==> config.mk <==
export PLATFORM = sky130hd
export DESIGN_NAME = periph_top
export DESIGN_NICKNAME = d
export VERILOG_FILES = /design/src/hw/bus_pkg.sv /design/src/hw/uart_pkg.sv /design/src/hw/periph_regs.sv /design/src/hw/periph_top.sv /design/src/hw/tx_fifo.sv /design/src/hw/uart_rx.sv /design/src/hw/uart_tx.sv
export VERILOG_INCLUDE_DIRS = /design/src /design/src/hw
export SDC_FILE = /design/constraint.sdc
export NUM_CORES = 1
export LEC_CHECK = 0
export BUFFER_PORTS_ARGS = -buffer_cell sky130_fd_sc_hd__buf_4
export CAP_MARGIN = 20
export CORE_ASPECT_RATIO = 0.7
export CORE_MARGIN = 2
export CORE_UTILIZATION = 40
export DETAILED_ROUTE_END_ITERATION = 12
export GPL_TIMING_DRIVEN = 0
export PLACE_DENSITY = 0.64
export SYNTH_ARGS = -nofsm -noshare
export SYNTH_HDL_FRONTEND = slang
export SYNTH_SLANG_ARGS = --single-unit
==> constraint.sdc <==
create_clock -name clk_i -period 2.2 [get_ports clk_i]
set_input_delay 0 -clock clk_i [delete_from_list [all_inputs] [get_ports clk_i]]
set_output_delay 0 -clock clk_i [all_outputs]
set_load 0.005 [all_outputs]
==> src/hw/periph_defines.svh <==
`ifndef PERIPH_DEFINES_SVH
`define PERIPH_DEFINES_SVH

// Serial timing, kept short for simulation
`define PERIPH_CLKS_PER_BIT 8
`define PERIPH_FIFO_DEPTH   4

// Register map
`define PERIPH_ADDR_LED0    4'd0
`define PERIPH_ADDR_LED1    4'd1
`define PERIPH_ADDR_LED2    4'd2
`define PERIPH_ADDR_LED3    4'd3
`define PERIPH_ADDR_TX_DATA 4'd4
`define PERIPH_ADDR_TX_STAT 4'd5
`define PERIPH_ADDR_RX_DATA 4'd6
`define PERIPH_ADDR_RX_RDY  4'd7
`define PERIPH_ADDR_SW0     4'd8
`define PERIPH_ADDR_SW1     4'd9
`define PERIPH_ADDR_SW2     4'd10
`define PERIPH_ADDR_SW3     4'd11

`endif

==> src/hw/bus_pkg.sv <==
`default_nettype none

package bus_pkg;

    // Word index into the peripheral register file
    typedef logic [3:0] bus_addr_t;

    // One load/store access from the CPU pipeline.
    // valid already includes the pipeline's load/store stage check.
    typedef struct packed {
        logic        valid;
        // Low for a load
        logic        store;
        bus_addr_t   addr;
        logic [31:0] wdata;
    } bus_req_t;

endpackage

`default_nettype wire

==> src/hw/uart_pkg.sv <==
`default_nettype none

package uart_pkg;

    typedef logic [7:0] uart_byte_t;

    // Layout of the TX_STAT word, bits 1:0
    typedef struct packed {
        logic fifo_full;
        logic tx_busy;
    } tx_stat_t;

    // FIFO side of the four-phase link to the transmitter
    typedef struct packed {
        logic       req;
        uart_byte_t data;
    } tx_hs_t;

endpackage

`default_nettype wire

==> src/hw/periph_regs.sv <==
`timescale 1ns/10ps
`default_nettype none

`include "periph_defines.svh"

module periph_regs (
    input  wire                       clk_i,
    input  wire                       reset_i,
    input  wire bus_pkg::bus_req_t    bus_i,
    input  wire [3:0]                 sw_i,
    input  wire                       fifo_full_i,
    input  wire                       fifo_empty_i,
    input  wire                       tx_busy_i,
    input  wire uart_pkg::uart_byte_t rx_byte_i,
    input  wire                       rx_ready_i,
    output logic [31:0]               load_data_o,
    output logic [3:0]                led_o,
    output logic                      push_o,
    output uart_pkg::uart_byte_t      push_data_o,
    output logic                      rx_clear_o
);
    import uart_pkg::*;

    logic     is_load;
    logic     is_store;
    logic     tx_store;
    tx_stat_t tx_stat;

    assign is_load  = bus_i.valid && !bus_i.store;
    assign is_store = bus_i.valid && bus_i.store;
    assign tx_store = is_store && (bus_i.addr == `PERIPH_ADDR_TX_DATA);

    // Bytes still in the FIFO count as pending transmit work
    assign tx_stat.fifo_full = fifo_full_i;
    assign tx_stat.tx_busy   = !fifo_empty_i || tx_busy_i;

    // Reading the byte acknowledges it
    assign rx_clear_o = is_load && (bus_i.addr == `PERIPH_ADDR_RX_DATA);

    always_ff @(posedge clk_i) begin
        if (reset_i) begin
            led_o  <= 4'b0000;
            push_o <= 1'b0;
        end else begin
            push_o <= tx_store;
            if (is_store) begin
                case (bus_i.addr)
                    `PERIPH_ADDR_LED0: led_o[0] <= |bus_i.wdata;
                    `PERIPH_ADDR_LED1: led_o[1] <= |bus_i.wdata;
                    `PERIPH_ADDR_LED2: led_o[2] <= |bus_i.wdata;
                    `PERIPH_ADDR_LED3: led_o[3] <= |bus_i.wdata;
                    default: ;
                endcase
            end
        end
    end

    // Byte goes out together with the push strobe
    always_ff @(posedge clk_i) begin
        if (tx_store) begin
            push_data_o <= bus_i.wdata[7:0];
        end
    end

    // Load result holds until the next load
    always_ff @(posedge clk_i) begin
        if (reset_i) begin
            load_data_o <= 32'd0;
        end else if (is_load) begin
            case (bus_i.addr)
                `PERIPH_ADDR_TX_STAT: load_data_o <= {30'd0, tx_stat};
                `PERIPH_ADDR_RX_DATA: load_data_o <= {24'd0, rx_byte_i};
                `PERIPH_ADDR_RX_RDY:  load_data_o <= {31'd0, rx_ready_i};
                `PERIPH_ADDR_SW0:     load_data_o <= {31'd0, sw_i[0]};
                `PERIPH_ADDR_SW1:     load_data_o <= {31'd0, sw_i[1]};
                `PERIPH_ADDR_SW2:     load_data_o <= {31'd0, sw_i[2]};
                `PERIPH_ADDR_SW3:     load_data_o <= {31'd0, sw_i[3]};
                // Write-only and unmapped addresses
                default:              load_data_o <= 32'd0;
            endcase
        end
    end

endmodule

`default_nettype wire

==> src/hw/periph_top.sv <==
`timescale 1ns/10ps
`default_nettype none

module periph_top (
    input  wire                    clk_i,
    input  wire                    reset_i,
    input  wire bus_pkg::bus_req_t bus_i,
    input  wire [3:0]              sw_i,
    input  wire                    uart_rxd_i,
    output logic [31:0]            load_data_o,
    output logic [3:0]             led_o,
    output logic                   uart_txd_o
);
    import uart_pkg::*;

    logic       fifo_full;
    logic       fifo_empty;
    logic       tx_busy;
    logic       push;
    uart_byte_t push_data;
    tx_hs_t     tx_hs;
    logic       tx_ack;
    uart_byte_t rx_byte;
    logic       rx_ready;
    logic       rx_clear;

    periph_regs u_regs (
        .clk_i        (clk_i),
        .reset_i      (reset_i),
        .bus_i        (bus_i),
        .sw_i         (sw_i),
        .fifo_full_i  (fifo_full),
        .fifo_empty_i (fifo_empty),
        .tx_busy_i    (tx_busy),
        .rx_byte_i    (rx_byte),
        .rx_ready_i   (rx_ready),
        .load_data_o  (load_data_o),
        .led_o        (led_o),
        .push_o       (push),
        .push_data_o  (push_data),
        .rx_clear_o   (rx_clear)
    );

    tx_fifo u_fifo (
        .clk_i       (clk_i),
        .reset_i     (reset_i),
        .push_i      (push),
        .push_data_i (push_data),
        .full_o      (fifo_full),
        .empty_o     (fifo_empty),
        .hs_o        (tx_hs),
        .ack_i       (tx_ack)
    );

    uart_tx u_tx (
        .clk_i      (clk_i),
        .reset_i    (reset_i),
        .hs_i       (tx_hs),
        .ack_o      (tx_ack),
        .busy_o     (tx_busy),
        .uart_txd_o (uart_txd_o)
    );

    // Receive path sits beside the transmit chain
    uart_rx u_rx (
        .clk_i      (clk_i),
        .reset_i    (reset_i),
        .uart_rxd_i (uart_rxd_i),
        .clear_i    (rx_clear),
        .byte_o     (rx_byte),
        .ready_o    (rx_ready)
    );

endmodule

`default_nettype wire

==> src/hw/tx_fifo.sv <==
`timescale 1ns/10ps
`default_nettype none

`include "periph_defines.svh"

module tx_fifo (
    input  wire                       clk_i,
    input  wire                       reset_i,
    input  wire                       push_i,
    input  wire uart_pkg::uart_byte_t push_data_i,
    output logic                      full_o,
    output logic                      empty_o,
    output uart_pkg::tx_hs_t          hs_o,
    input  wire                       ack_i
);
    import uart_pkg::*;

    localparam int DEPTH = `PERIPH_FIFO_DEPTH;
    localparam int PTR_W = $clog2(DEPTH);
    localparam int CNT_W = $clog2(DEPTH + 1);

    uart_byte_t       mem [DEPTH];
    logic [PTR_W-1:0] wr_ptr;
    logic [PTR_W-1:0] rd_ptr;
    logic [CNT_W-1:0] count;
    logic             req_q;
    logic             wr_en;
    logic             pop;

    assign full_o  = (count == CNT_W'(DEPTH));
    assign empty_o = (count == '0);

    // A push while full is lost
    assign wr_en = push_i && !full_o;
    // Ack seen with req still up marks the second phase
    assign pop   = req_q && ack_i;

    always_ff @(posedge clk_i) begin
        if (wr_en) begin
            mem[wr_ptr] <= push_data_i;
        end
    end

    always_ff @(posedge clk_i) begin
        if (reset_i) begin
            wr_ptr <= '0;
            rd_ptr <= '0;
            count  <= '0;
            req_q  <= 1'b0;
        end else begin
            if (wr_en) begin
                wr_ptr <= (wr_ptr == PTR_W'(DEPTH - 1)) ? '0 : wr_ptr + 1'b1;
            end
            if (pop) begin
                rd_ptr <= (rd_ptr == PTR_W'(DEPTH - 1)) ? '0 : rd_ptr + 1'b1;
            end
            count <= count + CNT_W'(wr_en) - CNT_W'(pop);

            // Next request waits until ack has returned low
            if (pop) begin
                req_q <= 1'b0;
            end else if (!req_q && !ack_i && !empty_o) begin
                req_q <= 1'b1;
            end
        end
    end

    assign hs_o.req  = req_q;
    assign hs_o.data = mem[rd_ptr];

    // Request holds with stable data until the transmitter answers
    assert property (@(posedge clk_i) disable iff (reset_i)
        hs_o.req && !ack_i |=> hs_o.req && $stable(hs_o.data))
        else $error("tx_fifo request changed before ack");

endmodule

`default_nettype wire

==> src/hw/uart_rx.sv <==
`timescale 1ns/10ps
`default_nettype none

`include "periph_defines.svh"

module uart_rx (
    input  wire                  clk_i,
    input  wire                  reset_i,
    input  wire                  uart_rxd_i,
    input  wire                  clear_i,
    output uart_pkg::uart_byte_t byte_o,
    output logic                 ready_o
);
    import uart_pkg::*;

    localparam int CLKS  = `PERIPH_CLKS_PER_BIT;
    localparam int CNT_W = $clog2(CLKS);

    typedef enum logic [1:0] {
        RX_IDLE,
        RX_START,
        RX_DATA,
        RX_STOP
    } rx_state_t;

    rx_state_t        state;
    logic             rxd_meta;
    logic             rxd_sync;
    logic [CNT_W-1:0] clk_cnt;
    logic [2:0]       bit_idx;
    uart_byte_t       shift_q;
    logic             mid_start;
    logic             mid_bit;

    // Line idles high, so sync flops reset to 1
    always_ff @(posedge clk_i) begin
        if (reset_i) begin
            rxd_meta <= 1'b1;
            rxd_sync <= 1'b1;
        end else begin
            rxd_meta <= uart_rxd_i;
            rxd_sync <= rxd_meta;
        end
    end

    assign mid_start = (clk_cnt == CNT_W'(CLKS / 2 - 1));
    assign mid_bit   = (clk_cnt == CNT_W'(CLKS - 1));

    always_ff @(posedge clk_i) begin
        if (reset_i) begin
            state   <= RX_IDLE;
            clk_cnt <= '0;
            bit_idx <= '0;
            ready_o <= 1'b0;
        end else begin
            if (clear_i) begin
                ready_o <= 1'b0;
            end
            clk_cnt <= clk_cnt + 1'b1;
            case (state)
                RX_IDLE: begin
                    clk_cnt <= '0;
                    if (!rxd_sync) begin
                        state <= RX_START;
                    end
                end
                RX_START: begin
                    if (mid_start) begin
                        clk_cnt <= '0;
                        bit_idx <= '0;
                        // Glitch rather than a start bit
                        state   <= rxd_sync ? RX_IDLE : RX_DATA;
                    end
                end
                RX_DATA: begin
                    if (mid_bit) begin
                        clk_cnt <= '0;
                        shift_q <= {rxd_sync, shift_q[7:1]};
                        bit_idx <= bit_idx + 1'b1;
                        if (bit_idx == 3'd7) begin
                            state <= RX_STOP;
                        end
                    end
                end
                default: begin
                    if (mid_bit) begin
                        // Framing error drops the byte
                        if (rxd_sync) begin
                            byte_o  <= shift_q;
                            ready_o <= 1'b1;
                        end
                        state <= RX_IDLE;
                    end
                end
            endcase
        end
    end

endmodule

`default_nettype wire

==> src/hw/uart_tx.sv <==
`timescale 1ns/10ps
`default_nettype none

`include "periph_defines.svh"

module uart_tx (
    input  wire                   clk_i,
    input  wire                   reset_i,
    input  wire uart_pkg::tx_hs_t hs_i,
    output logic                  ack_o,
    output logic                  busy_o,
    output logic                  uart_txd_o
);
    import uart_pkg::*;

    localparam int CLKS  = `PERIPH_CLKS_PER_BIT;
    localparam int CNT_W = $clog2(CLKS);

    typedef enum logic [1:0] {
        TX_IDLE,
        TX_START,
        TX_DATA,
        TX_STOP
    } tx_state_t;

    tx_state_t        state;
    logic [CNT_W-1:0] clk_cnt;
    logic [2:0]       bit_idx;
    uart_byte_t       shift_q;
    logic             bit_end;

    assign bit_end = (clk_cnt == CNT_W'(CLKS - 1));
    assign busy_o  = (state != TX_IDLE);

    always_ff @(posedge clk_i) begin
        if (reset_i) begin
            state      <= TX_IDLE;
            ack_o      <= 1'b0;
            uart_txd_o <= 1'b1;
            clk_cnt    <= '0;
            bit_idx    <= '0;
        end else begin
            // Fourth phase
            if (ack_o && !hs_i.req) begin
                ack_o <= 1'b0;
            end
            clk_cnt <= bit_end ? '0 : clk_cnt + 1'b1;
            case (state)
                TX_IDLE: begin
                    clk_cnt <= '0;
                    if (hs_i.req && !ack_o) begin
                        // Latch the byte and ack as the start bit goes out
                        ack_o      <= 1'b1;
                        shift_q    <= hs_i.data;
                        uart_txd_o <= 1'b0;
                        state      <= TX_START;
                    end
                end
                TX_START: begin
                    if (bit_end) begin
                        uart_txd_o <= shift_q[0];
                        shift_q    <= shift_q >> 1;
                        bit_idx    <= '0;
                        state      <= TX_DATA;
                    end
                end
                TX_DATA: begin
                    if (bit_end) begin
                        if (bit_idx == 3'd7) begin
                            uart_txd_o <= 1'b1;
                            state      <= TX_STOP;
                        end else begin
                            uart_txd_o <= shift_q[0];
                            shift_q    <= shift_q >> 1;
                            bit_idx    <= bit_idx + 1'b1;
                        end
                    end
                end
                default: begin
                    if (bit_end) begin
                        state <= TX_IDLE;
                    end
                end
            endcase
        end
    end

    // Request is still up in the cycle where ack first shows
    assert property (@(posedge clk_i) disable iff (reset_i)
        $rose(ack_o) |-> hs_i.req)
        else $error("uart_tx ack raised without a request");

endmodule

`default_nettype wire

# ---- Word-level counts from Yosys, hierarchy flattened
# Memory sizes are Yosys's and may differ from the RTL's. A register that Yosys moved wholly into a read port is not among the register bits.
# Index checks and enable logic that the tools add are counted.
dict set report totals {
  ff_bits 98
  ram_bits 32
  input_bits 45
  out_inout_bits 37
  word_cells 157
  memories 1
}
dict set report classes {
  addsub 8
  eq_ne 32
  muxes 47
  n_bitwise 2
  reduce_logical 42
}
# name depth width rd rd_clocked_by_memory_dff wr line_no
set mem_list {}
lappend mem_list {u_fifo.mem 4 8 1 1 1 tx_fifo.sv:22} ;# uart_byte_t mem [DEPTH];
# operator count
set ops {}
lappend ops {{one-hot mux 8 bit (7 select lines)} 1}
lappend ops {{2-to-1 mux 8 bit} 4}
lappend ops {{OR reduction 32 bit} 1}
lappend ops {{2-to-1 mux 2 bit} 15}
lappend ops {{one-hot mux 8 bit (3 select lines)} 1}
lappend ops {{2-to-1 mux 3 bit} 7}
lappend ops {{equality test 4 x 3 -> 1 bit (second input constant)} 4}
lappend ops {{equality test 4 bit (second input constant)} 4}
lappend ops {{equality test 3 bit (second input constant)} 5}
lappend ops {{!= test 2 x 1 -> 1 bit (second input constant)} 7}
lappend ops {{2-to-1 mux 1 bit} 13}
lappend ops {{adder 3 x 1 -> 3 bit (second input constant)} 4}
lappend ops {{one-hot mux 2 bit (3 select lines)} 2}
lappend ops {{one-hot mux 3 bit (2 select lines)} 2}
lappend ops {{AND reduction 4 bit} 3}
lappend ops {{logical AND 1 bit} 10}
lappend ops {{AND reduction 5 bit} 2}
lappend ops {{one-hot mux 3 bit (3 select lines)} 1}
lappend ops {{equality test 2 bit (second input constant)} 4}
lappend ops {{equality test 4 x 2 -> 1 bit (second input constant)} 2}
lappend ops {{AND reduction 2 bit} 4}
lappend ops {{nonzero test 2 bit} 4}
lappend ops {{AND reduction 3 bit} 2}
lappend ops {{AND reduction 6 bit} 1}
lappend ops {{17 further kinds} 28}

# ---- Longest topological paths before layout
# Gate-level depths: netlist of the first run.
dict set report depth {
  word_depth 7
  ltp_mapped 9
  ltp_nobuf 8
}

# ---- Modules after synthesis
# From an unflattened synthesis of the first run, not the netlist that was laid out.
dict set report unflattened {
  hier_cells 360
  area_unflattened_um2 4754.6
}
# mod instances cells_per_inst area_per_inst_um2 seq_area_each_um2
set modules_own_cells {}
lappend modules_own_cells {tx_fifo 1 98 1675.4 1161.1}
lappend modules_own_cells {periph_regs 1 111 1111.1 500.5}
lappend modules_own_cells {uart_rx 1 71 1039.7 700.7}
lappend modules_own_cells {uart_tx 1 80 928.4 440.4}

# ---- Least setup slack after synthesis of the first run
# OpenSTA, ideal clock, no wires.
dict set report synth_timing {
  path_kind {register to register}
  start {register u_tx.state[0]}
  end {register u_tx.shift_q[0] (enable)}
  setup_ns 0.332
  t_arrival_ns 1.579
  required_ns 1.868
  setup_slack_ns 0.290
  stages_incl_launch_ff 7
  n_path_buf 1
  period_less_slack_ns 1.910
  cell_sequence {dfxtp_1 > inv_1 > ha_1 > buf_2 > o21ba_2 > a211oi_2 > and3b_1}
}
dict set report synth_via {
  elab_chain_cells 3
  word_cells_on_any_way 9
  classes_between {eq/ne (6); reduce/logical (3)}
}
# item line_no
set synth_lines {}
lappend synth_lines {{start, declared} uart_tx.sv:26} ;# tx_state_t state;
lappend synth_lines {{start signal, assigned} uart_tx.sv:37} ;# state <= TX_IDLE;
lappend synth_lines {{start signal, assigned} uart_tx.sv:56} ;# state <= TX_START;
lappend synth_lines {{start signal, assigned} uart_tx.sv:64} ;# state <= TX_DATA;
lappend synth_lines {{equality test 2 bit, or another cell as far along} uart_tx.sv:48} ;# case (state)
lappend synth_lines {{!= test 2 x 1 -> 1 bit (no line), or another cell as far along} n/a}
lappend synth_lines {{AND reduction 6 bit (no line) (*)} n/a}
lappend synth_lines {{end signal, assigned} uart_tx.sv:54} ;# shift_q <= hs_i.data;
lappend synth_lines {{end signal, assigned} uart_tx.sv:62} ;# shift_q <= shift_q >> 1;
lappend synth_lines {{end signal, assigned} uart_tx.sv:74} ;# shift_q <= shift_q >> 1;
lappend synth_lines {{end, declared} uart_tx.sv:29} ;# uart_byte_t shift_q;
# Every way passes the cells marked *; elsewhere a longest branch is shown, timed or not.
# A chain may end at the register's enable or synchronous reset.

# ---- Worst setup path after layout of the first run
# Ends and elaborated chain as after synthesis.

==> impl_metrics.csv, run 1 <==
group,metric,value,unit
global_routing,first_global_vias,2994,
clock_tree,clkSinkCount,108,
cells_and_area,fill_cells,997,
worst_setup_path,cp_slowest_cell,"dfxtp_1",
sta,worst_slew_pin_slew,0.648,ns
floorplanning,core_area,11600,µm²
sta,hold_viol,0,
yosys,async_reset_ff_share,0,%
yosys,ys_seq_elements,108,
routing,vias_per_cell,4.80,
yosys,synth_cell_types,54,
worst_setup_path,worst_path_dominant_cell_family,"compound AO/OA/AOI/OAI gates",
yosys,ys_warn_count,0,
global_routing,grt_use_met3,4.36,%
yosys,yosys.area_share.adder,6.99,%
worst_setup_path,endpoint_kind,"register",
yosys,synth_compound_area_share,7.52,%
sta,rsz0062_at_grt,"no",
worst_setup_path,ff2ff_path_depth,6,
floorplanning,die_y,95.3,µm
yosys,synth_common_cells,"64 x edfxtp_1, 44 x dfxtp_1, 40 x nor2_1",
routing,final_antenna_net_count,0,
clock_tree,cts.clk_slew.worst_paths,0.07,ns
worst_setup_path,cp.required,2.24,ns
place,globalplace.congestion,0.772,
worst_setup_path,worst-path-buf-inv,2,
worst_hold_path,worstHoldEndpoint,"u_regs.led_o[3]",
sta,holdWs,0.117,ns
routing,drc_errors,0,
clock_tree,cts_root_buffer,"clkbuf_16",
power,power.density,728,nW/µm²
yosys,yosys.area.top_type_share,40.4,%
floorplanning,ioPinCount,82,
worst_setup_path,cp.arrival,2.09,ns
cells_and_area,regArea,2800,µm²
global_routing,grt_use_total,14.8,%
worst_setup_path,critical_path_class,"reg -> reg",
worst_setup_path,r2r-start,"u_tx.state[0]",
floorplanning,start_util,40.9,%
yosys,synth.area.mux_share,7.60,%
worst_setup_path,start_kind,"register",
yosys,yosysSeqAreaShare,58.9,%
yosys,netlist_area,4760,µm²
cells_and_area,multi_input_area,1760,µm²
sta,finalSetupTns,0,ns
worst_hold_path,hold_start,"bus_i[22]",
worst_setup_path,cp_max_fo,9,
routing,drt-initial-drc-count,146,
routing,drt_wl_total,8.97,mm
global_routing,globalRouteMet1Util,19.1,%
sta,fmaxAchievable,0.489,GHz
clock_tree,cts_tree,"built",
cells_and_area,drive_gt1_share,26.9,%
clock_tree,clk-insertion-delay-late,0.34,ns
sta,finalSetupViolCount,0,
worst_setup_path,max_stage_delay,0.41,ns
floorplanning,die_w,134,µm
flow_run,maxCapViolations,0,
yosys,ys.flop_type,"edfxtp_1",
outcome,outcome,"complete, no violations",
worst_setup_path,crit_chain,"inv_1, ha_1, buf_2, o21ba_2, a211oi_2, and3b_2",
yosys,netlist_top_cells_area,"edfxtp_1 40%, dfxtp_1 19%, ha_1 6.6%, buf_4 3.9%, mux4_2 3.8%",
worst_setup_path,r2r-end,"u_tx.shift_q[0]",
power,leakagePower,0.00227,µW
global_routing,use_met2,23.8,%
yosys,syn_inst,373,
routing,drt_first_pass_iters,4,
yosys,syn_area_per_cell,12.8,µm²
sta,layout_min_cycle_time,2.05,ns
clock_tree,cts_inserted_buffers,9,
cells_and_area,nets,545,
place,hpwl,6.66,mm
cells_and_area,num_antenna_cells,0,
routing,routedWlPerCell,14.1,µm
clock_tree,h-tree-depth,3,
global_routing,busiest_layer,"met2",
global_routing,grt_max_degree,19,
worst_hold_path,min_path_type,"in -> reg",
clock_tree,cts.path.max_buffers,2,
cells_and_area,area_delta_synth_final,22.8,%
sta,slew_viol_final,0,
worst_setup_path,ff2ff_setup_slack,0.15,ns
floorplanning,std_cell_rows,33,
yosys,synthXorXnorAreaFrac,0.552,%
routing,vias,3052,
yosys,yosysMostFrequentCell,"edfxtp_1",
yosys,yosysTopAreaCell,"edfxtp_1",
sta,slew_headroom,56.8,%
yosys,synth_edf_count,64,
floorplanning,design.die.area,12800,µm²
global_routing,grt_pass1_wl,14.6,mm
place,io_buffers,55,
worst_hold_path,whs_path_depth,5,
yosys,synth_top_family_by_area,"simple AND/OR/NAND/NOR gates",
power,vdd_drop_max,388,µV
yosys,synth-simple-area-share,12.3,%
global_routing,antenna_found_initial,0,
global_routing,gr-total-overflow,0,
sta,worst_clock_skew,0.00994,ns
sta,period_share,93.0,%
==> sequential cells by signal, summed over array words and instances, names as in the netlist, 4 cells and up, named ones only <==
name,cells
u_regs.load_data_o,8
u_rx.shift_q,8
u_rx.byte_o,8
u_tx.shift_q,8
u_fifo.mem,32
u_regs.push_data_o,8
u_regs.led_o,4
==> routing by layer <==
metal	vias up	wire, µm	share of wire (%)
met3	8	377	4.2
met5	-	0	0
met4	0	116	1.3
met1	1477	4210	47
met2	51	4270	48
li1	1516	-	-
==> worst max path at each step <==
stage,start,to,slack [ns],depth (start not counted)
final,u_tx.state[0],u_tx.shift_q[0],0.15,6
after global routing,u_tx.state[0],u_tx.shift_q[5],0.04,6
after CTS,u_tx.state[0],u_tx.shift_q[7],0.06,6
after detailed placement,u_tx.state[0],u_tx.shift_q[7],0.05,6
after global placement,bus_i[35],u_regs.push_data_o[5],0.08,3
after floorplan,u_tx.state[0],u_tx.shift_q[0],0.29,6
==> report_power, final <==
group | internal (µW) | total [µW] | switching (µW)
logic | 281 | 546 | 266
clock network | 776 | 1480 | 703
registers | 2200 | 2230 | 34.1
==> cells in the final DEF, fill, tap and decap left out, drive strengths merged, types with 2 or more instances in the layout <==
cell type,n
a21oi,9
nor3,9
nand2,11
or2,2
conb,24
dlygate4sd3,9
o21ai,6
a22oi,9
nand3b,3
nand2b,8
buf,90
mux2i,8
xnor2,2
a211oi,5
edfxtp,64
nor2,40
clkbuf,17
nand4,4
and2,7
a2111oi,3
nor4,11
nor2b,8
inv,15
mux4,8
nor3b,3
nand3,2
clkinv,2
o21bai,3
mux2,9
dfxtp,44
ha,25
a22o,2
==> what timing repair did <==
item                                    in CTS  in global routing
hold buffers                                 9                  0
resized for setup                            0                  3
endpoints found under the hold margin        9                  0
endpoints found under the setup margin       0                  9
setup buffers                                0                  0
==> worst register-to-register path, stage by stage (launching register included) <==
cell and delay (ns):
dfxtp_1 0.41, inv_1 0.10, ha_1 0.19, buf_2 0.16, o21ba_2 0.25, a211oi_2 0.28, and3b_2 0.35
==> metrics by stage <==
step	area (µm²)	setup slack (ns)	power (µW)	util, %	std cells
after global placement	5460	0.0773	2790	46.9	608
after global routing	5850	0.0420	4450	50.2	636
after detailed placement	5470	0.0487	2810	47.0	609
final	5850	0.154	4260	50.2	636
after CTS	5830	0.0565	4310	50.1	634
after floorplan	4850	0.290	2650	-	396
==> logic make-up after synthesis <==
logic type      after synthesis
xor+xnor                      3
flops                       108
buf+inv                      51
other cells                   1
fa+ha+maj                    26
mux                          25
compound gates               47
simple gates                112
==> final cells by class <==
type                    instances  area share [%]
plain buffers                  39            4.24
clock buffers                  10            3.92
clock inverters                 6           0.749
inverters                      12           0.771
multi-input cells             237            30.1
flip-flops and latches        108            47.9
well taps                     157            3.36
repair buffers                 67            8.90
No activity file was read; power rests on OpenSTA's default activity.
==> run 2, diff against run 1 <==
--- a/config.mk
+++ b/config.mk
@@ -13,7 +13,7 @@
 export CORE_UTILIZATION = 40
 export DETAILED_ROUTE_END_ITERATION = 12
 export GPL_TIMING_DRIVEN = 0
-export PLACE_DENSITY = 0.64
+export PLACE_DENSITY = 0.66
 export SYNTH_ARGS = -nofsm -noshare
 export SYNTH_HDL_FRONTEND = slang
 export SYNTH_SLANG_ARGS = --single-unit
==> constraint.sdc (replaced) <==
create_clock -name clk_i -period 1.8 [get_ports clk_i]
set_input_delay 0 -clock clk_i [delete_from_list [all_inputs] [get_ports clk_i]]
set_output_delay 0 -clock clk_i [all_outputs]
set_load 0.005 [all_outputs]
==> run 2 against run 1 <==
Hold slack got worse by 0.077 ns. Via count grew 0.13%. Setup slack lost 0.13 ns. Critical path type unchanged.
==> impl_metrics.csv, run 2 (synthesized netlist as in run 1, its figures left out) <==
group,metric,value,unit
cells_and_area,regArea,2830,µm²
floorplanning,core_area,11600,µm²
power,power.total,5520,µW
worst_setup_path,cp.required,2.02,ns
global_routing,grt_max_degree,20,
clock_tree,h-tree-depth,3,
routing,vias_per_cell,4.77,
cells_and_area,multi_input_area,1890,µm²
worst_setup_path,r2r-start,"u_fifo.count[2]",
worst_setup_path,cp_max_fo,3,
sta,worst_slew_pin_slew,0.646,ns
sta,hold_viol,0,
routing,drt_wl_total,9.27,mm
worst_setup_path,endpoint_kind,"register",
outcome,outcome,"complete, no violations",
worst_setup_path,start_kind,"register",
power,leakagePower,0.00234,µW
flow_run,maxCapViolations,0,
worst_hold_path,min_path_type,"in -> reg",
global_routing,gr-total-overflow,0,
worst_hold_path,hold_start,"bus_i[37]",
global_routing,antenna_found_initial,0,
clock_tree,clk-insertion-delay-late,0.35,ns
sta,fmaxAchievable,0.563,GHz
cells_and_area,num_antenna_cells,0,
floorplanning,std_cell_rows,33,
worst_setup_path,worst-path-buf-inv,2,
routing,drc_errors,0,
clock_tree,cts.path.max_buffers,2,
place,globalplace.congestion,0.722,
power,power.density,908,nW/µm²
worst_hold_path,worstHoldEndpoint,"u_regs.push_o",
clock_tree,cts_tree,"built",
cells_and_area,area_delta_synth_final,27.8,%
sta,period_share,98.7,%
floorplanning,start_util,40.9,%
worst_setup_path,cp_slowest_cell,"dfxtp_2",
routing,vias,3056,
worst_setup_path,max_stage_delay,0.33,ns
place,hpwl,6.52,mm
routing,final_antenna_net_count,0,
clock_tree,cts.clk_slew.worst_paths,0.07,ns
worst_setup_path,ff2ff_setup_slack,0.02,ns
worst_setup_path,worst_path_dominant_cell_family,"adder cells",
cells_and_area,drive_gt1_share,33.3,%
cells_and_area,largest_reg_flops,32,
routing,drt_first_pass_iters,4,
global_routing,grt_use_total,15.2,%
cells_and_area,final_common_cell,"buf_4",
power,vdd_drop_max,440,µV
worst_hold_path,whs_path_depth,4,
sta,setup_slack,0.0242,ns
worst_setup_path,r2r-end,"u_fifo.count[2]",
global_routing,first_global_vias,2958,
cells_and_area,regMostFlops,"u_fifo.mem",
sta,rsz0062_at_grt,"yes",
sta,slew_headroom,57.0,%
routing,drt-initial-drc-count,203,
floorplanning,design.die.area,12800,µm²
sta,worst_clock_skew,0.0108,ns
sta,layout_min_cycle_time,1.78,ns
cells_and_area,layout_common_cells,"91 x buf_4, 64 x edfxtp_1, 40 x nor2_1",
sta,slew_viol_final,0,
clock_tree,cts_root_buffer,"clkbuf_16",
clock_tree,cts_inserted_buffers,9,
worst_setup_path,critical_path_class,"reg -> reg",
cells_and_area,nets,550,
worst_setup_path,ff2ff_path_depth,9,
global_routing,grt_pass1_wl,14.8,mm
place,io_buffers,55,
floorplanning,ioPinCount,82,
routing,routedWlPerCell,14.5,µm
cells_and_area,fill_cells,1009,
worst_setup_path,cp.arrival,1.99,ns
floorplanning,die_y,95.3,µm
worst_setup_path,crit_chain,"nor3b_2, nor2b_1, buf_4, ha_1, inv_1, fa_2, xor2_1, xnor2_1, nor2_1",
floorplanning,die_w,134,µm
place,dp_slack,-0.165,ns
sta,finalSetupViolCount,0,
clock_tree,clkSinkCount,108,
[run 2: cell types whose count changed in the layout (fill, tap and decap cells not counted), moves of 6 or more]
cell,before,now
buf_4,81,91
ha_4,0,6
dfxtp_2,0,7
dfxtp_1,44,33
ha_1,25,18
[run 2: layer usage]
metal	vias up	global-route usage [%]	part of all wire [%]
li1	1528	-	-
met1	1450	20.0	47
met2	64	24.1	47
met3	14	4.68	5.6
met4	0	5.00	1.2
met5	-	0	0
[run 2: final cells by class]
| class | instances | share of cell area [%] |
|---|---|---|
| Clock inverter | 7 | 1.36 |
| Buffer | 37 | 4.01 |
| Multi-Input combinational cell | 237 | 31.0 |
| Sequential cell | 108 | 46.5 |
| Timing Repair Buffer | 74 | 9.50 |
| Tap cell | 157 | 3.23 |
| Clock buffer | 9 | 3.70 |
| Inverter | 12 | 0.740 |
[run 2: tightest hold or removal path, delay by kind of cell]
kind,cells,cell delay [ns]
buffers and inverters,1,0.12
and+or+nand+nor,3,0.21
[run 2: repair_timing]
item                                   4_1_cts  5_1_grt
resized for setup                           14       24
hold buffers                                 9        0
endpoints found under the hold margin        9        0
setup endpoints to repair                   18       28
setup buffers                                4        4
pin swaps                                    4        7
[run 2: worst max path at each step]
stage                    start                    end  cells after the start
6_report       u_fifo.count[2]        u_fifo.count[2]                      9
2_1_floorplan    u_tx.state[0]        u_tx.shift_q[0]                      6
3_3_place_gp         bus_i[35]  u_regs.push_data_o[6]                      3
3_5_place_dp   u_fifo.count[1]        u_fifo.count[2]                      9
5_1_grt        u_fifo.count[2]        u_fifo.count[2]                      9
4_1_cts        u_fifo.count[2]        u_fifo.count[2]                      9
[run 2: power by group]
part           internal [µW]  switching [µW]  leakage, µW
Clock                   1100             917     0.000150
Combinational            414             367      0.00125
Sequential              2690            36.3     0.000937
Total                   4200            1320      0.00234
[run 2: stage by stage]
step                hold WS, ns  TNS, ns  util (%)  instance area (µm²)  std cells
finish                   0.0400        0      52.2                 6080        641
detailed placement        0.195    -1.67      47.1                 5490        610
floorplan                0.0989        0         -                 4860        396
global placement          0.190    -7.95      46.9                 5470        608
CTS                      0.0257  -0.0454      51.1                 5950        638
global route             0.0370   -0.103      52.2                 6080        641
==> run 3, diff against run 2 <==
--- a/config.mk
+++ b/config.mk
@@ -16,4 +16,5 @@
 export PLACE_DENSITY = 0.66
 export SYNTH_ARGS = -nofsm -noshare
 export SYNTH_HDL_FRONTEND = slang
+export SYNTH_HIERARCHICAL = 1
 export SYNTH_SLANG_ARGS = --single-unit
==> run 3 against run 2 <==
The flow now finishes with violations (negative setup slack). Register-to-register slack lost 0.46 ns. First-iteration DRC count fell by 23%. Non-clock buffer count up 4. Count of clock-buffer cells in the layout increased by 2. Combinational power shrank 33%. Die area is 0.13% lower. Setup slack got worse by 0.46 ns. Clock power shrank 5%. Maximum frequency fell by 21%. Critical endpoint is now u_fifo/count[2]. Largest cell class unchanged. Highest routed layer unchanged.
==> impl_metrics.csv, run 3 <==
group,metric,value,unit
outcome,outcome,"complete, but fails checks",
outcome,violations,"negative setup slack",
yosys,yosysTopAreaCell,"edfxtp_1",
global_routing,gr-total-overflow,0,
global_routing,grt_pass1_wl,14.9,mm
sta,worst_clock_skew,0.00948,ns
yosys,netlist_top_cells_area,"edfxtp_1 40%, dfxtp_1 19%, ha_1 5.5%, buf_4 4.3%, mux4_2 3.8%",
global_routing,first_global_vias,3023,
cells_and_area,fill_cells,1017,
worst_setup_path,cp.required,2.07,ns
yosys,synth_common_cells,"64 x edfxtp_1, 44 x dfxtp_1, 27 x buf_4",
sta,finalSetupTns,-0.685,ns
floorplanning,die_y,95.2,µm
clock_tree,cts_root_buffer,"clkbuf_16",
worst_hold_path,hold_start,"bus_i[32]",
worst_setup_path,start_kind,"register",
floorplanning,die_w,134,µm
routing,drt_first_pass_iters,4,
yosys,ys_warn_count,6,
cells_and_area,num_antenna_cells,0,
global_routing,busiest_layer,"met2",
sta,finalSetupViolCount,3,
floorplanning,core_area,11600,µm²
worst_setup_path,endpoint_kind,"register",
routing,drt_wl_total,9.05,mm
global_routing,grt_use_met3,3.72,%
cells_and_area,fin_area,6030,µm²
yosys,async_reset_ff_share,0,%
place,hpwl,6.49,mm
routing,routedWlPerCell,14.3,µm
clock_tree,clk-insertion-delay-late,0.34,ns
cells_and_area,area_delta_synth_final,26.7,%
place,placed_cells,596,
yosys,syn_inst,360,
sta,slew_viol_final,0,
clock_tree,cts_tree,"built",
worst_setup_path,r2r-end,"u_fifo/count[2]",
worst_hold_path,worstHoldEndpoint,"u_regs/led_o[1]",
global_routing,globalRouteMet1Util,19.6,%
global_routing,grt_use_total,15.2,%
cells_and_area,regMostFlops,"u_fifo/mem",
routing,drc_errors,0,
yosys,ys_seq_elements,108,
clock_tree,h-tree-depth,3,
worst_setup_path,cp_max_fo,2,
floorplanning,design.die.area,12800,µm²
clock_tree,cts.clk_slew.worst_paths,0.07,ns
worst_setup_path,cp.arrival,2.50,ns
worst_setup_path,max_stage_delay,0.37,ns
cells_and_area,largest_reg_flops,32,
cells_and_area,drive_gt1_share,35.6,%
global_routing,antenna_found_initial,0,
cells_and_area,final-instance-count-excl-fill,632,
worst_setup_path,r2r-start,"u_fifo/count[1]",
routing,vias_per_cell,4.76,
yosys,yosysMostFrequentCell,"edfxtp_1",
sta,layout_min_cycle_time,2.24,ns
yosys,yosys.area.top_type_share,40.4,%
sta,hold_viol,0,
place,io_buffers,56,
power,power.density,847,nW/µm²
worst_hold_path,min_path_type,"in -> reg",
flow_run,maxCapViolations,0,
sta,setup_slack,-0.437,ns
place,placed_area,5470,µm²
routing,final_antenna_net_count,0,
yosys,netlist_area,4750,µm²
global_routing,grt_max_degree,19,
sta,fmaxAchievable,0.447,GHz
clock_tree,cts.path.max_buffers,2,
global_routing,use_met2,25.7,%
yosys,ys.flop_type,"edfxtp_1",
yosys,syn_area_per_cell,13.2,µm²
clock_tree,clkSinkCount,108,
cells_and_area,final_common_cell,"buf_4",
yosys,synth_cell_types,69,
routing,vias,3008,
routing,drt-initial-drc-count,157,
place,dp_slack,-0.572,ns
power,vdd_drop_max,467,µV
clock_tree,cts_inserted_buffers,9,
worst_hold_path,whs_path_depth,3,
worst_setup_path,ff2ff_setup_slack,-0.44,ns
floorplanning,start_util,40.8,%
worst_setup_path,cp_slowest_cell,"or3b_4",
worst_setup_path,ff2ff_path_depth,11,
floorplanning,std_cell_rows,33,
power,leakagePower,0.00242,µW
sta,period_share,124,%
yosys,synth_edf_count,64,
worst_setup_path,critical_path_class,"reg -> reg",
place,globalplace.congestion,0.771,
worst_setup_path,crit_chain,"or3b_4, and2_4, inv_4, ha_4, inv_4, ha_4, inv_2, fa_2, xor2_2, and2_4, nor3_2",
cells_and_area,nets,537,
yosys,yosysSeqAreaShare,58.9,%
sta,rsz0062_at_grt,"yes",
cells_and_area,layout_common_cells,"92 x buf_4, 64 x edfxtp_1, 39 x dfxtp_1",
floorplanning,ioPinCount,82,
==> run 3: cell count changes after synthesis, moves of 4 or more <==
cell and delta:
a21oi_1 +7, and3_1 +4, clkbuf_1 -4, ha_1 -4
mux2i_1 -5, nor2_1 -20
==> run 3: per-stage QoR <==
| stage | total power [µW] | util [%] | hold slack (ns) |
|---|---|---|---|
| floorplan | 3020 | - | 0.0716 |
| global placement | 3170 | 46.9 | 0.191 |
| detailed placement | 3180 | 46.9 | 0.191 |
| CTS | 5120 | 51.1 | 0.0467 |
| global route | 5310 | 51.8 | 0.103 |
| finish | 5100 | 51.8 | 0.0471 |
==> run 3: worst max-delay path by stage <==
| stage | start | end | slack (ns) |
|---|---|---|---|
| after global placement | u_fifo/count[0] | u_fifo/count[2] | -0.51 |
| after floorplan | u_fifo/count[0] | u_fifo/count[2] | -0.44 |
| after detailed placement | u_fifo/count[2] | u_fifo/count[2] | -0.57 |
| after global routing | u_fifo/count[2] | u_fifo/count[2] | -0.49 |
| final | u_fifo/count[1] | u_fifo/count[2] | -0.44 |
| after CTS | u_fifo/count[1] | u_fifo/count[2] | -0.46 |
==> run 3: layout make-up <==
cell class / count / area [µm²] / share of cell area [%]
buffer: 38 / 263 / 4.36
clock buffer: 11 / 253 / 4.19
clock inverter: 5 / 41.3 / 0.685
inverter: 15 / 61.3 / 1.02
multi-input combinational: 221 / 1780 / 29.6
sequential: 108 / 2810 / 46.7
tap: 157 / 196 / 3.26
timing repair buffer: 77 / 616 / 10.2
==> run 3: timing repair <==
| item | in CTS | in global routing |
|---|---|---|
| pin swaps | 2 | 10 |
| hold endpoints to repair | 12 | 0 |
| setup endpoints to repair | 27 | 21 |
| hold buffers | 10 | 0 |
| gates resized for setup | 12 | 11 |
| buffers inserted | 6 | 5 |
==> run 3: report_power, final <==
part | switching, µW | total [µW] | internal, µW
Sequential | 21.1 | 2670 | 2650
Combinational | 238 | 524 | 287
Clock | 880 | 1910 | 1030
==> run 3: critical path, delay by kind of cell (launching register included) <==
| family | cells | cell delay (ns) |
|---|---|---|
| buffers and inverters | 3 | 0.13 |
| and+or+nand+nor | 4 | 0.83 |
| adders and majority gates | 3 | 0.66 |
| xor gates and xnor gates | 1 | 0.19 |
| DFF | 1 | 0.35 |
==> run 3: per-layer routing <==
metal | wire, µm | vias to the layer above
met5 | 0 | -
met4 | 99 | 0
met3 | 353 | 9
met2 | 4450 | 52
met1 | 4150 | 1442
li1 | - | 1505
==> run 3: logic make-up (layout without fill, tap and decap cells) <==
kind of cell,Yosys count,in the layout,share of synthesized area [%]
flip-flops,108,108,58.9
AND/OR/NAND/NOR,107,107,13.8
XOR/XNOR,2,2,0.368
AO/OA/AOI/OAI,47,47,7.66
adder cells (fa/ha/maj),22,22,5.95
buffers and inverters,54,146,6.87
other,1,24,0.0789
multiplexers,19,19,6.32
